==> src/source/core_cfg_pkg.sv <==
//////////////////////////////
// Core widths, register index type
// and status word bit positions
//////////////////////////////

`default_nettype none

package core_cfg_pkg;

    localparam int XLEN   = 32;
    localparam int ADDR_W = 32;

    typedef logic [XLEN-1:0]   xlen_t;
    typedef logic [ADDR_W-1:0] addr_t;
    typedef logic [4:0]        reg_idx_t;

    //////////////////////////////
    // Status word
    //////////////////////////////

    localparam int STATUS_W = 8;

    // Bit 2 and bits 7:4 are reserved and read as zero
    localparam int STATUS_ECALL   = 0;
    localparam int STATUS_EBREAK  = 1;
    localparam int STATUS_ILLEGAL = 3;

endpackage

`default_nettype wire

==> src/source/rv_isa_pkg.sv <==
//////////////////////////////
// RV32I opcodes, function codes and
// the decoded views of an instruction word
//////////////////////////////

`default_nettype none

package rv_isa_pkg;

    // Major opcodes handled by the core
    typedef enum logic [6:0] {
        OP     = 7'b0110011,
        OP_IMM = 7'b0010011,
        LUI    = 7'b0110111,
        SYSTEM = 7'b1110011
    } opcode_e;

    // funct3 codes of the integer ALU
    localparam logic [2:0] F3_ADD_SUB = 3'b000;
    localparam logic [2:0] F3_SLL     = 3'b001;
    localparam logic [2:0] F3_SLT     = 3'b010;
    localparam logic [2:0] F3_SLTU    = 3'b011;
    localparam logic [2:0] F3_XOR     = 3'b100;
    localparam logic [2:0] F3_SRL_SRA = 3'b101;
    localparam logic [2:0] F3_OR      = 3'b110;
    localparam logic [2:0] F3_AND     = 3'b111;
    localparam logic [2:0] F3_PRIV    = 3'b000;

    // funct7 of plain ops, and of SUB / SRA
    localparam logic [6:0] F7_BASE = 7'b0000000;
    localparam logic [6:0] F7_ALT  = 7'b0100000;

    // SYSTEM immediates
    localparam logic [11:0] IMM_ECALL  = 12'h000;
    localparam logic [11:0] IMM_EBREAK = 12'h001;

    typedef struct packed {
        logic [6:0] funct7;
        logic [4:0] rs2;
        logic [4:0] rs1;
        logic [2:0] funct3;
        logic [4:0] rd;
        logic [6:0] opcode;
    } r_view_t;

    typedef struct packed {
        logic [11:0] imm;
        logic [4:0]  rs1;
        logic [2:0]  funct3;
        logic [4:0]  rd;
        logic [6:0]  opcode;
    } i_view_t;

    typedef struct packed {
        logic [19:0] imm;
        logic [4:0]  rd;
        logic [6:0]  opcode;
    } u_view_t;

    // One 32-bit word, three encodings
    typedef union packed {
        r_view_t r;
        i_view_t i;
        u_view_t u;
    } inst_word_u;

endpackage

`default_nettype wire
==> src/source/rv32i_lite_core.sv <==
//////////////////////////////
// Reduced RV32I core top level
//////////////////////////////

`timescale 1ns/1ps
`default_nettype none

module rv32i_lite_core
    import core_cfg_pkg::*;
    import rv_isa_pkg::*;
#(
    parameter addr_t BOOT_ADDR = '0,
    parameter int    OSTD_NUM  = 8,
    parameter int    RV32E     = 0
)(
    input  logic                aclk,
    input  logic                rst,
    // Instruction fetch channels
    output logic                imem_arvalid,
    output addr_t               imem_araddr,
    input  logic                imem_arready,
    input  logic                imem_rvalid,
    input  xlen_t               imem_rdata,
    output logic                imem_rready,
    // Retire trace
    output logic                retire_valid,
    output logic                retire_rd_wr,
    output reg_idx_t            retire_rd_addr,
    output xlen_t               retire_rd_val,
    output logic [STATUS_W-1:0] status
);

    logic       q_push;
    logic       q_pop;
    logic       q_not_empty;
    inst_word_u q_head;
    reg_idx_t   rs1_addr;
    reg_idx_t   rs2_addr;
    xlen_t      rs1_val;
    xlen_t      rs2_val;
    logic       rd_wr;
    reg_idx_t   rd_addr;
    xlen_t      rd_val;

    // Each return already owns a queue entry through the fetch credits
    assign imem_rready = 1'b1;
    assign q_push      = imem_rvalid & imem_rready;

    //////////////////////////////
    // Fetch and queue
    //////////////////////////////

    inst_fetch #(
        .BOOT_ADDR (BOOT_ADDR),
        .OSTD_NUM  (OSTD_NUM)
    ) fetch (
        .aclk    (aclk),
        .rst     (rst),
        .arvalid (imem_arvalid),
        .araddr  (imem_araddr),
        .arready (imem_arready),
        .pop     (q_pop)
    );

    inst_queue #(
        .OSTD_NUM (OSTD_NUM)
    ) queue (
        .aclk      (aclk),
        .rst       (rst),
        .push      (q_push),
        .push_word (imem_rdata),
        .pop       (q_pop),
        .not_empty (q_not_empty),
        .head_word (q_head)
    );

    //////////////////////////////
    // Execute and registers
    //////////////////////////////

    int_exec #(
        .RV32E (RV32E)
    ) exec (
        .aclk           (aclk),
        .rst            (rst),
        .not_empty      (q_not_empty),
        .head_word      (q_head),
        .pop            (q_pop),
        .rs1_addr       (rs1_addr),
        .rs2_addr       (rs2_addr),
        .rs1_val        (rs1_val),
        .rs2_val        (rs2_val),
        .rd_wr          (rd_wr),
        .rd_addr        (rd_addr),
        .rd_val         (rd_val),
        .retire_valid   (retire_valid),
        .retire_rd_wr   (retire_rd_wr),
        .retire_rd_addr (retire_rd_addr),
        .retire_rd_val  (retire_rd_val),
        .status         (status)
    );

    int_regfile #(
        .RV32E (RV32E)
    ) regs (
        .aclk     (aclk),
        .rst      (rst),
        .rs1_addr (rs1_addr),
        .rs2_addr (rs2_addr),
        .rs1_val  (rs1_val),
        .rs2_val  (rs2_val),
        .rd_wr    (rd_wr),
        .rd_addr  (rd_addr),
        .rd_val   (rd_val)
    );

endmodule

`default_nettype wire

==> src/source/int_exec.sv <==
//////////////////////////////
// Decoder, integer ALU, trap detection
// and retire register
//////////////////////////////

`timescale 1ns/1ps
`default_nettype none

module int_exec
    import core_cfg_pkg::*;
    import rv_isa_pkg::*;
#(
    parameter int RV32E = 0
)(
    input  logic                aclk,
    input  logic                rst,
    // Instruction queue head
    input  logic                not_empty,
    input  inst_word_u          head_word,
    output logic                pop,
    // Register file
    output reg_idx_t            rs1_addr,
    output reg_idx_t            rs2_addr,
    input  xlen_t               rs1_val,
    input  xlen_t               rs2_val,
    output logic                rd_wr,
    output reg_idx_t            rd_addr,
    output xlen_t               rd_val,
    // Trace and status
    output logic                retire_valid,
    output logic                retire_rd_wr,
    output reg_idx_t            retire_rd_addr,
    output xlen_t               retire_rd_val,
    output logic [STATUS_W-1:0] status
);

    logic       legal;
    logic       uses_rs1;
    logic       uses_rs2;
    logic       uses_rd;
    logic       is_ecall;
    logic       is_ebreak;
    logic       sub_op;
    logic       sra_op;
    logic       bad_reg;
    logic       illegal;
    logic [2:0] funct3;
    logic [6:0] funct7;
    xlen_t      imm_i;
    xlen_t      op_b;
    logic [4:0] shamt;
    xlen_t      alu_res;

    // One instruction per cycle whenever a word is waiting
    assign pop = not_empty;

    assign funct3   = head_word.r.funct3;
    assign funct7   = head_word.r.funct7;
    assign rs1_addr = head_word.r.rs1;
    assign rs2_addr = head_word.r.rs2;
    assign rd_addr  = head_word.r.rd;
    assign imm_i    = {{(XLEN-12){head_word.i.imm[11]}}, head_word.i.imm};

    //////////////////////////////
    // Decode
    //////////////////////////////

    always_comb begin
        legal     = 1'b0;
        uses_rs1  = 1'b0;
        uses_rs2  = 1'b0;
        uses_rd   = 1'b0;
        is_ecall  = 1'b0;
        is_ebreak = 1'b0;
        sub_op    = 1'b0;
        sra_op    = 1'b0;
        op_b      = rs2_val;
        case (head_word.r.opcode)
            OP: begin
                uses_rs1 = 1'b1;
                uses_rs2 = 1'b1;
                uses_rd  = 1'b1;
                sub_op   = (funct7 == F7_ALT);
                sra_op   = (funct7 == F7_ALT);
                // Alternate funct7 only exists for SUB and SRA
                legal = (funct7 == F7_BASE) ||
                        ((funct7 == F7_ALT) &&
                         ((funct3 == F3_ADD_SUB) || (funct3 == F3_SRL_SRA)));
            end
            OP_IMM: begin
                uses_rs1 = 1'b1;
                uses_rd  = 1'b1;
                op_b     = imm_i;
                sra_op   = (funct7 == F7_ALT);
                // Upper immediate bits of shifts act as funct7
                case (funct3)
                    F3_SLL:     legal = (funct7 == F7_BASE);
                    F3_SRL_SRA: legal = (funct7 == F7_BASE) || (funct7 == F7_ALT);
                    default:    legal = 1'b1;
                endcase
            end
            LUI: begin
                uses_rd = 1'b1;
                legal   = 1'b1;
            end
            SYSTEM: begin
                if ((funct3 == F3_PRIV) && (head_word.i.rs1 == '0) &&
                    (head_word.i.rd == '0)) begin
                    is_ecall  = (head_word.i.imm == IMM_ECALL);
                    is_ebreak = (head_word.i.imm == IMM_EBREAK);
                end
                legal = is_ecall || is_ebreak;
            end
            default: begin
                legal = 1'b0;
            end
        endcase
    end

    // Upper 16 registers do not exist under RV32E
    assign bad_reg = (RV32E != 0) &&
                     ((uses_rs1 && rs1_addr[4]) ||
                      (uses_rs2 && rs2_addr[4]) ||
                      (uses_rd  && rd_addr[4]));

    assign illegal = !legal || bad_reg;

    //////////////////////////////
    // ALU
    //////////////////////////////

    assign shamt = op_b[4:0];

    always_comb begin
        alu_res = '0;
        case (funct3)
            F3_ADD_SUB: begin
                if (sub_op) begin
                    alu_res = rs1_val - op_b;
                end else begin
                    alu_res = rs1_val + op_b;
                end
            end
            F3_SLL:  alu_res = rs1_val << shamt;
            F3_SLT:  alu_res = {{(XLEN-1){1'b0}}, ($signed(rs1_val) < $signed(op_b))};
            F3_SLTU: alu_res = {{(XLEN-1){1'b0}}, (rs1_val < op_b)};
            F3_XOR:  alu_res = rs1_val ^ op_b;
            F3_SRL_SRA: begin
                if (sra_op) begin
                    alu_res = $signed(rs1_val) >>> shamt;
                end else begin
                    alu_res = rs1_val >> shamt;
                end
            end
            F3_OR:   alu_res = rs1_val | op_b;
            F3_AND:  alu_res = rs1_val & op_b;
        endcase
    end

    // LUI fills the upper 20 bits, low bits zero
    assign rd_val = (head_word.u.opcode == LUI) ? {head_word.u.imm, 12'b0} : alu_res;

    // Write lands at the end of the pop cycle
    assign rd_wr = pop && uses_rd && !illegal && (rd_addr != '0);

    //////////////////////////////
    // Retire register
    //////////////////////////////

    always_ff @(posedge aclk) begin
        if (rst) begin
            retire_valid <= 1'b0;
            retire_rd_wr <= 1'b0;
            status       <= '0;
        end else begin
            retire_valid <= pop;
            retire_rd_wr <= rd_wr;
            status                 <= '0;
            status[STATUS_ECALL]   <= pop && is_ecall;
            status[STATUS_EBREAK]  <= pop && is_ebreak;
            status[STATUS_ILLEGAL] <= pop && illegal;
        end
    end

    always_ff @(posedge aclk) begin
        if (pop) begin
            retire_rd_addr <= rd_addr;
            retire_rd_val  <= rd_val;
        end
    end

endmodule

`default_nettype wire

==> src/source/int_regfile.sv <==
//////////////////////////////
// Integer register file, 2 read / 1 write
//////////////////////////////

`timescale 1ns/1ps
`default_nettype none

module int_regfile
    import core_cfg_pkg::*;
#(
    // 1 limits the file to 16 registers
    parameter int RV32E = 0
)(
    input  logic     aclk,
    input  logic     rst,
    input  reg_idx_t rs1_addr,
    input  reg_idx_t rs2_addr,
    output xlen_t    rs1_val,
    output xlen_t    rs2_val,
    input  logic     rd_wr,
    input  reg_idx_t rd_addr,
    input  xlen_t    rd_val
);

    localparam int NREGS = (RV32E != 0) ? 16 : 32;
    localparam int IDX_W = $clog2(NREGS);

    xlen_t regs [NREGS];

    always_ff @(posedge aclk) begin
        if (rst) begin
            for (int i = 0; i < NREGS; i++) begin
                regs[i] <= '0;
            end
        end else if (rd_wr && (rd_addr != '0)) begin
            regs[rd_addr[IDX_W-1:0]] <= rd_val;
        end
    end

    // x0 is hardwired to zero
    assign rs1_val = (rs1_addr == '0) ? '0 : regs[rs1_addr[IDX_W-1:0]];
    assign rs2_val = (rs2_addr == '0) ? '0 : regs[rs2_addr[IDX_W-1:0]];

endmodule

`default_nettype wire

==> src/source/inst_queue.sv <==
//////////////////////////////
// In-order FIFO of fetched instruction words
//////////////////////////////

`timescale 1ns/1ps
`default_nettype none

module inst_queue
    import rv_isa_pkg::*;
#(
    // Number of entries, power of two
    parameter int OSTD_NUM = 8
)(
    input  logic       aclk,
    input  logic       rst,
    input  logic       push,
    input  inst_word_u push_word,
    input  logic       pop,
    output logic       not_empty,
    output inst_word_u head_word
);

    localparam int PTR_W = $clog2(OSTD_NUM);

    inst_word_u       mem [OSTD_NUM];
    logic [PTR_W-1:0] wr_ptr;
    logic [PTR_W-1:0] rd_ptr;
    logic [PTR_W:0]   count;

    // Storage, written at the tail
    always_ff @(posedge aclk) begin
        if (push) begin
            mem[wr_ptr] <= push_word;
        end
    end

    // Pointers wrap naturally on a power of two depth
    always_ff @(posedge aclk) begin
        if (rst) begin
            wr_ptr <= '0;
            rd_ptr <= '0;
            count  <= '0;
        end else begin
            if (push) begin
                wr_ptr <= wr_ptr + 1'b1;
            end
            if (pop) begin
                rd_ptr <= rd_ptr + 1'b1;
            end
            if (push && !pop) begin
                count <= count + 1'b1;
            end else if (!push && pop) begin
                count <= count - 1'b1;
            end
        end
    end

    assign not_empty = (count != '0);
    // Oldest word shown without a register stage
    assign head_word = mem[rd_ptr];

endmodule

`default_nettype wire

==> src/source/inst_fetch.sv <==
//////////////////////////////
// Instruction fetch address generator
// with outstanding request credits
//////////////////////////////

`timescale 1ns/1ps
`default_nettype none

module inst_fetch
    import core_cfg_pkg::*;
#(
    // First address fetched after reset
    parameter addr_t BOOT_ADDR = '0,
    // Requests in flight plus words queued, power of two
    parameter int    OSTD_NUM  = 8
)(
    input  logic  aclk,
    input  logic  rst,
    // Read address channel
    output logic  arvalid,
    output addr_t araddr,
    input  logic  arready,
    // Credit return from the queue
    input  logic  pop
);

    //////////////////////////////
    // Credit counter
    //////////////////////////////

    localparam int CNT_W = $clog2(OSTD_NUM) + 1;
    localparam logic [CNT_W-1:0] CREDIT_MAX = CNT_W'(OSTD_NUM);

    logic [CNT_W-1:0] credit;
    logic [CNT_W-1:0] credit_next;
    logic             ar_fire;

    assign ar_fire = arvalid & arready;

    // One credit taken per accepted address, one given back per pop
    always_comb begin
        credit_next = credit;
        if (ar_fire && !pop) begin
            credit_next = credit + 1'b1;
        end else if (!ar_fire && pop) begin
            credit_next = credit - 1'b1;
        end
    end

    //////////////////////////////
    // Address channel
    //////////////////////////////

    always_ff @(posedge aclk) begin
        if (rst) begin
            credit  <= '0;
            arvalid <= 1'b0;
            araddr  <= BOOT_ADDR;
        end else begin
            credit <= credit_next;

            // Next word address once the current one is taken
            if (ar_fire) begin
                araddr <= araddr + addr_t'(4);
            end

            // A raised request is held until the memory accepts it
            if (!arvalid || arready) begin
                arvalid <= (credit_next < CREDIT_MAX);
            end
        end
    end

endmodule

`default_nettype wire

==> config.mk <==
export PLATFORM = sky130hd
export DESIGN_NAME = rv32i_lite_core
export DESIGN_NICKNAME = d
export VERILOG_FILES = /design/src/source/core_cfg_pkg.sv /design/src/source/rv_isa_pkg.sv /design/src/source/rv32i_lite_core.sv /design/src/source/int_exec.sv /design/src/source/int_regfile.sv /design/src/source/inst_queue.sv /design/src/source/inst_fetch.sv
export SDC_FILE = /design/constraint.sdc
export NUM_CORES = 2
export LEC_CHECK = 0
export BUFFER_PORTS_ARGS = -buffer_cell sky130_fd_sc_hd__buf_2
export CAP_MARGIN = 20
export CORE_AREA = 3 3 477 479
export DETAILED_ROUTE_END_ITERATION = 12
export DIE_AREA = 0 0 480 482
export GPL_TIMING_DRIVEN = 0
export PLACE_DENSITY = 0.53
export SYNTH_ARGS = -nofsm -noshare
export SYNTH_HDL_FRONTEND = slang
export SYNTH_HIERARCHICAL = 1
export SYNTH_SLANG_ARGS = --single-unit
export TNS_END_PERCENT = 100
==> constraint.sdc <==
create_clock -name aclk -period 14.9 [get_ports aclk]
set_input_delay 2.98 -clock aclk [delete_from_list [all_inputs] [get_ports aclk]]
set_output_delay 2.98 -clock aclk [all_outputs]
set_load 0.02 [all_outputs]
==> metrics.txt <==
# TYPE chip_impl_metric gauge
chip_impl_metric{name="numPortBuffers",unit=""} 108
chip_impl_metric{name="grt_pass1_wl",unit="um"} 484000
chip_impl_metric{name="post_drt_wl_per_cell",unit="um"} 38.3
chip_impl_metric{name="drc_errors",unit=""} 0
chip_impl_metric{name="chipHeight",unit="um"} 482
chip_impl_metric{name="floorplan.io_pins",unit=""} 117
chip_impl_metric{name="ys_seq_area_share",unit="%"} 52.1
chip_impl_metric{name="synth-async-reset-ratio",unit="%"} 0
chip_impl_metric{name="detail_route.vias_per_cell",unit=""} 6.22
chip_impl_metric{name="vias",unit=""} 58500
chip_impl_metric{name="whs_path_depth",unit=""} 2
chip_impl_metric{name="nets",unit=""} 6428
chip_impl_metric{name="core",unit="sq um"} 224000
chip_impl_metric{name="timing.final.setup_violations",unit=""} 0
chip_impl_metric{name="clock_insertion_delay_worst_skew",unit="ps"} 840
chip_impl_metric{name="cts_setup_buffers",unit=""} 0
chip_impl_info{name="tritoncts",value="built"} 1
chip_impl_info{name="startpoint_type",value="flop"} 1
chip_impl_info{name="min_to",value="fetch/araddr[19]$_SDFFE_PP0P_"} 1
chip_impl_metric{name="critical_path.n_buffers_inverters",unit=""} 11
chip_impl_info{name="timing.hold.worst.class",value="reg -> reg"} 1
chip_impl_metric{name="worstRegToRegCells",unit=""} 29
chip_impl_metric{name="first_global_vias",unit=""} 56400
chip_impl_metric{name="antenna_found_initial",unit=""} 29
chip_impl_metric{name="arrival_time_of_the_worst_setup_path",unit="ps"} 13020
chip_impl_metric{name="clock.fmax",unit="MHz"} 81.2
chip_impl_metric{name="synth_area_per_cell",unit="sq um"} 13.3
chip_impl_metric{name="final_antenna_net_count",unit=""} 0
chip_impl_metric{name="fin_worst_skew",unit="ps"} 39.5
chip_impl_metric{name="ff2ff_setup_slack",unit="ps"} 2590
chip_impl_info{name="synth_flop_cell",value="sky130_fd_sc_hd__edfxtp_1"} 1
chip_impl_info{name="crit_slowest_cell",value="sky130_fd_sc_hd__clkbuf_1"} 1
chip_impl_metric{name="ys.warnings.count",unit=""} 6
chip_impl_metric{name="chipWidth",unit="um"} 480
chip_impl_info{name="critPathCaptureType",value="flop"} 1
chip_impl_info{name="cts-root-buf",value="sky130_fd_sc_hd__clkbuf_16"} 1
chip_impl_metric{name="worst-slew-pin-transition",unit="ps"} 1310
chip_impl_info{name="synth_area_leader_cell",value="sky130_fd_sc_hd__edfxtp_1"} 1
chip_impl_metric{name="finalCriticalPeriod",unit="ps"} 12310
chip_impl_metric{name="routed_wirelength",unit="um"} 361000
chip_impl_metric{name="slew-limit-headroom",unit="%"} 11.9
chip_impl_metric{name="filler_cell_count",unit=""} 21000
chip_impl_metric{name="cts_buffers",unit=""} 157
chip_impl_metric{name="worst-path-stages",unit=""} 29
chip_impl_metric{name="wirelength_met1",unit="um"} 134000
chip_impl_metric{name="overflow",unit=""} 0
chip_impl_info{name="synth_most_common_cell",value="sky130_fd_sc_hd__edfxtp_1"} 1
chip_impl_metric{name="floorplan.die_area",unit="sq um"} 231000
chip_impl_metric{name="synth-edff-count",unit=""} 1317
chip_impl_metric{name="dp_hpwl",unit="um"} 269000
chip_impl_metric{name="num_rows",unit=""} 174
chip_impl_metric{name="initial_utilization",unit="%"} 34.8
chip_impl_metric{name="detailedRoute.firstPassIterationCount",unit=""} 8
chip_impl_info{name="cpLargestDelayFamily",value="buffers and inverters"} 1
chip_impl_metric{name="share_of_yosys_cell_area_claimed_by_the_top_area_cell_type",unit="%"} 50.7
chip_impl_metric{name="post_synth_num_cell_types",unit=""} 114
chip_impl_metric{name="clkTransAtPathRegs",unit="ps"} 60
chip_impl_metric{name="hold_violations",unit=""} 0
chip_impl_metric{name="cts_htree_levels",unit=""} 4
chip_impl_info{name="hold_start",value="fetch/araddr[19]$_SDFFE_PP0P_"} 1
chip_impl_metric{name="cts-hold-fix-buffers",unit=""} 0
chip_impl_metric{name="grt_start_max_net_pins",unit=""} 33
chip_impl_info{name="type_of_the_setup_path_with_the_least_slack",value="reg -> reg"} 1
chip_impl_metric{name="cts.repair.resized",unit=""} 0
chip_impl_metric{name="drive_gt1_share",unit="%"} 21.6
chip_impl_info{name="routed.top_layer",value="met5"} 1
chip_impl_metric{name="final-max-slew-violation-count",unit=""} 0
chip_impl_metric{name="cts.sinks",unit=""} 1370
chip_impl_metric{name="fin_setup_tns",unit="ps"} 0
chip_impl_metric{name="critical_path.max_fanout",unit=""} 10
chip_impl_metric{name="area_growth_from_synthesis_to_final_layout",unit="%"} 15.1
chip_impl_metric{name="timing.critical_path.required",unit="ps"} 15600
chip_impl_info{name="critical_path.most_common_cell",value="sky130_fd_sc_hd__clkbuf_1"} 1
chip_impl_info{name="rsz_0062_raised_after_global_routing",value="false"} 1
chip_impl_metric{name="track_usage",unit="%"} 30.6
chip_impl_metric{name="post_synth_inst_count",unit=""} 5854
chip_impl_metric{name="wl_met2",unit="um"} 156000
chip_impl_info{name="status",value="completed"} 1
chip_impl_metric{name="synth.ff_latch_count",unit=""} 1370
chip_impl_metric{name="ctsLongestPathBuffers",unit=""} 3
chip_impl_metric{name="drt_iter0_markers",unit=""} 8846
chip_impl_metric{name="gp_congestion",unit=""} 1.04
chip_impl_info{name="synth_area_leaders",value="sky130_fd_sc_hd__edfxtp_1, sky130_fd_sc_hd__mux4_2, sky130_fd_sc_hd__and2_1"} 1
chip_impl_metric{name="finalCritPeriodShare",unit="%"} 82.6
chip_impl_metric{name="synth_area",unit="sq um"} 78000
chip_impl_metric{name="routed-wl-met3",unit="um"} 40900
chip_impl_metric{name="critical-path-max-stage-delay",unit="ps"} 940
chip_impl_metric{name="max_cap_viol_count",unit=""} 0
chip_impl_info{name="timing.rr.end",value="regs/regs[1][28]$_SDFFCE_PN0P_"} 1
chip_impl_info{name="synth.top_cells.by_count",value="sky130_fd_sc_hd__edfxtp_1, sky130_fd_sc_hd__and2_1, sky130_fd_sc_hd__mux4_2, sky130_fd_sc_hd__clkbuf_1, sky130_fd_sc_hd__nand2_1"} 1
## cell families after synthesis
family	share of synthesized area, %
AOI/OAI and AO/OA	8.61
xor gates and xnor gates	0.483
adders and majority gates	1.67
buffers and inverters	4.14
DFF	52.1
muxes	19.5
other	0.0192
and+or+nand+nor	13.5
## through the flow
stage	setup slack, ps	hold slack [ps]	utilization (%)	cells	instance area (sq um)
after floorplan	8170	482	-	5890	78100
after CTS	3030	500	40.0	9384	89600
after global routing	2670	529	40.1	9402	89700
after global placement	1390	484	36.8	8990	82400
after detailed placement	3070	491	37.7	9105	84500
final	2590	496	40.1	9407	89800
## how the worst max path moves through the flow
stage | from | endpoint | slack, ps
finish | flop | regs/regs[1][28]$_SDFFCE_PN0P_ | 2590
global route | flop | regs/regs[28][15]$_SDFFCE_PN0P_ | 2670
CTS | flop | regs/regs[14][15]$_SDFFCE_PN0P_ | 3030
detailed placement | flop | regs/regs[4][15]$_SDFFCE_PN0P_ | 3070
global placement | flop | regs/regs[8][15]$_SDFFCE_PN0P_ | 1390
floorplan | flop | regs/regs[10][28]$_SDFFCE_PN0P_ | 8170
## flip-flops by register name (all words and copies together) (netlist names), named ones only
register and flops:
queue/count 4, exec/retire_rd_addr 5, exec/retire_rd_val 32, fetch/credit 3, fetch/araddr 30, regs/regs 1024
exec/retire_rd_wr 1, exec/retire_valid 1, exec/status 3, queue/wr_ptr 3, queue/mem 256, fetch/arvalid 1
queue/rd_ptr 3
## layout by cell type (no fill, tap or decap), types with 26 or more instances in the layout
cell type	instances
sky130_fd_sc_hd__a21oi_1	169
sky130_fd_sc_hd__conb_1	40
sky130_fd_sc_hd__buf_1	27
sky130_fd_sc_hd__ha_1	101
sky130_fd_sc_hd__buf_6	62
sky130_fd_sc_hd__buf_8	30
sky130_fd_sc_hd__a211oi_1	72
sky130_fd_sc_hd__or2_2	40
sky130_fd_sc_hd__nand2_1	227
sky130_fd_sc_hd__buf_4	81
sky130_fd_sc_hd__and2_1	1009
sky130_fd_sc_hd__buf_12	31
sky130_fd_sc_hd__inv_1	111
sky130_fd_sc_hd__a2111oi_1	32
sky130_fd_sc_hd__o211ai_1	29
sky130_fd_sc_hd__mux2i_1	198
sky130_fd_sc_hd__a21o_1	41
sky130_fd_sc_hd__a22o_1	55
sky130_fd_sc_hd__edfxtp_1	1317
sky130_fd_sc_hd__nor2_1	202
sky130_fd_sc_hd__xnor2_1	26
sky130_fd_sc_hd__dfxtp_1	53
sky130_fd_sc_hd__mux2_2	82
sky130_fd_sc_hd__nand3_1	62
sky130_fd_sc_hd__nand2b_1	32
sky130_fd_sc_hd__clkbuf_1	391
sky130_fd_sc_hd__clkinv_1	28
sky130_fd_sc_hd__clkbuf_16	158
sky130_fd_sc_hd__mux4_2	499
sky130_fd_sc_hd__o21ai_0	143
sky130_fd_sc_hd__o21ai_1	30
sky130_fd_sc_hd__a22oi_1	26
sky130_fd_sc_hd__mux4_1	40
sky130_fd_sc_hd__o22ai_1	118
sky130_fd_sc_hd__nor2b_1	27
sky130_fd_sc_hd__buf_2	201
sky130_fd_sc_hd__nor3_1	77
sky130_fd_sc_hd__clkinv_2	27
## routing by layer
layer | vias up | track usage (%)
met2 | 4115 | 45.5
met3 | 1021 | 8.66
met4 | 20 | 20.3
li1 | 23400 | -
met5 | - | 0
met1 | 29900 | 38.8
## area by class of cell
type | count | area (sq um) | share of cell area (%)
Buffer | 572 | 2800 | 3.11
Multi-Input combinational cell | 3831 | 34700 | 38.6
Inverter | 117 | 440 | 0.491
Clock inverter | 86 | 985 | 1.10
Sequential cell | 1370 | 40600 | 45.2
Tap cell | 2992 | 3740 | 4.17
Antenna cell | 6 | 15.0 | 0.0167
Timing Repair Buffer | 240 | 2410 | 2.68
Clock buffer | 193 | 4090 | 4.55
## worst reg2reg max path, delay by kind of cell (launching register included)
kind / cells / cell delay [ps]
compound gates: 11 / 3280
flops: 1 / 300
mux: 1 / 520
buf+inv: 11 / 5660
fa+ha+maj: 1 / 510
simple gates: 5 / 1930
Power is not shown: default switching activity piles up to over one toggle a cycle in this logic, so the estimate is an artifact.
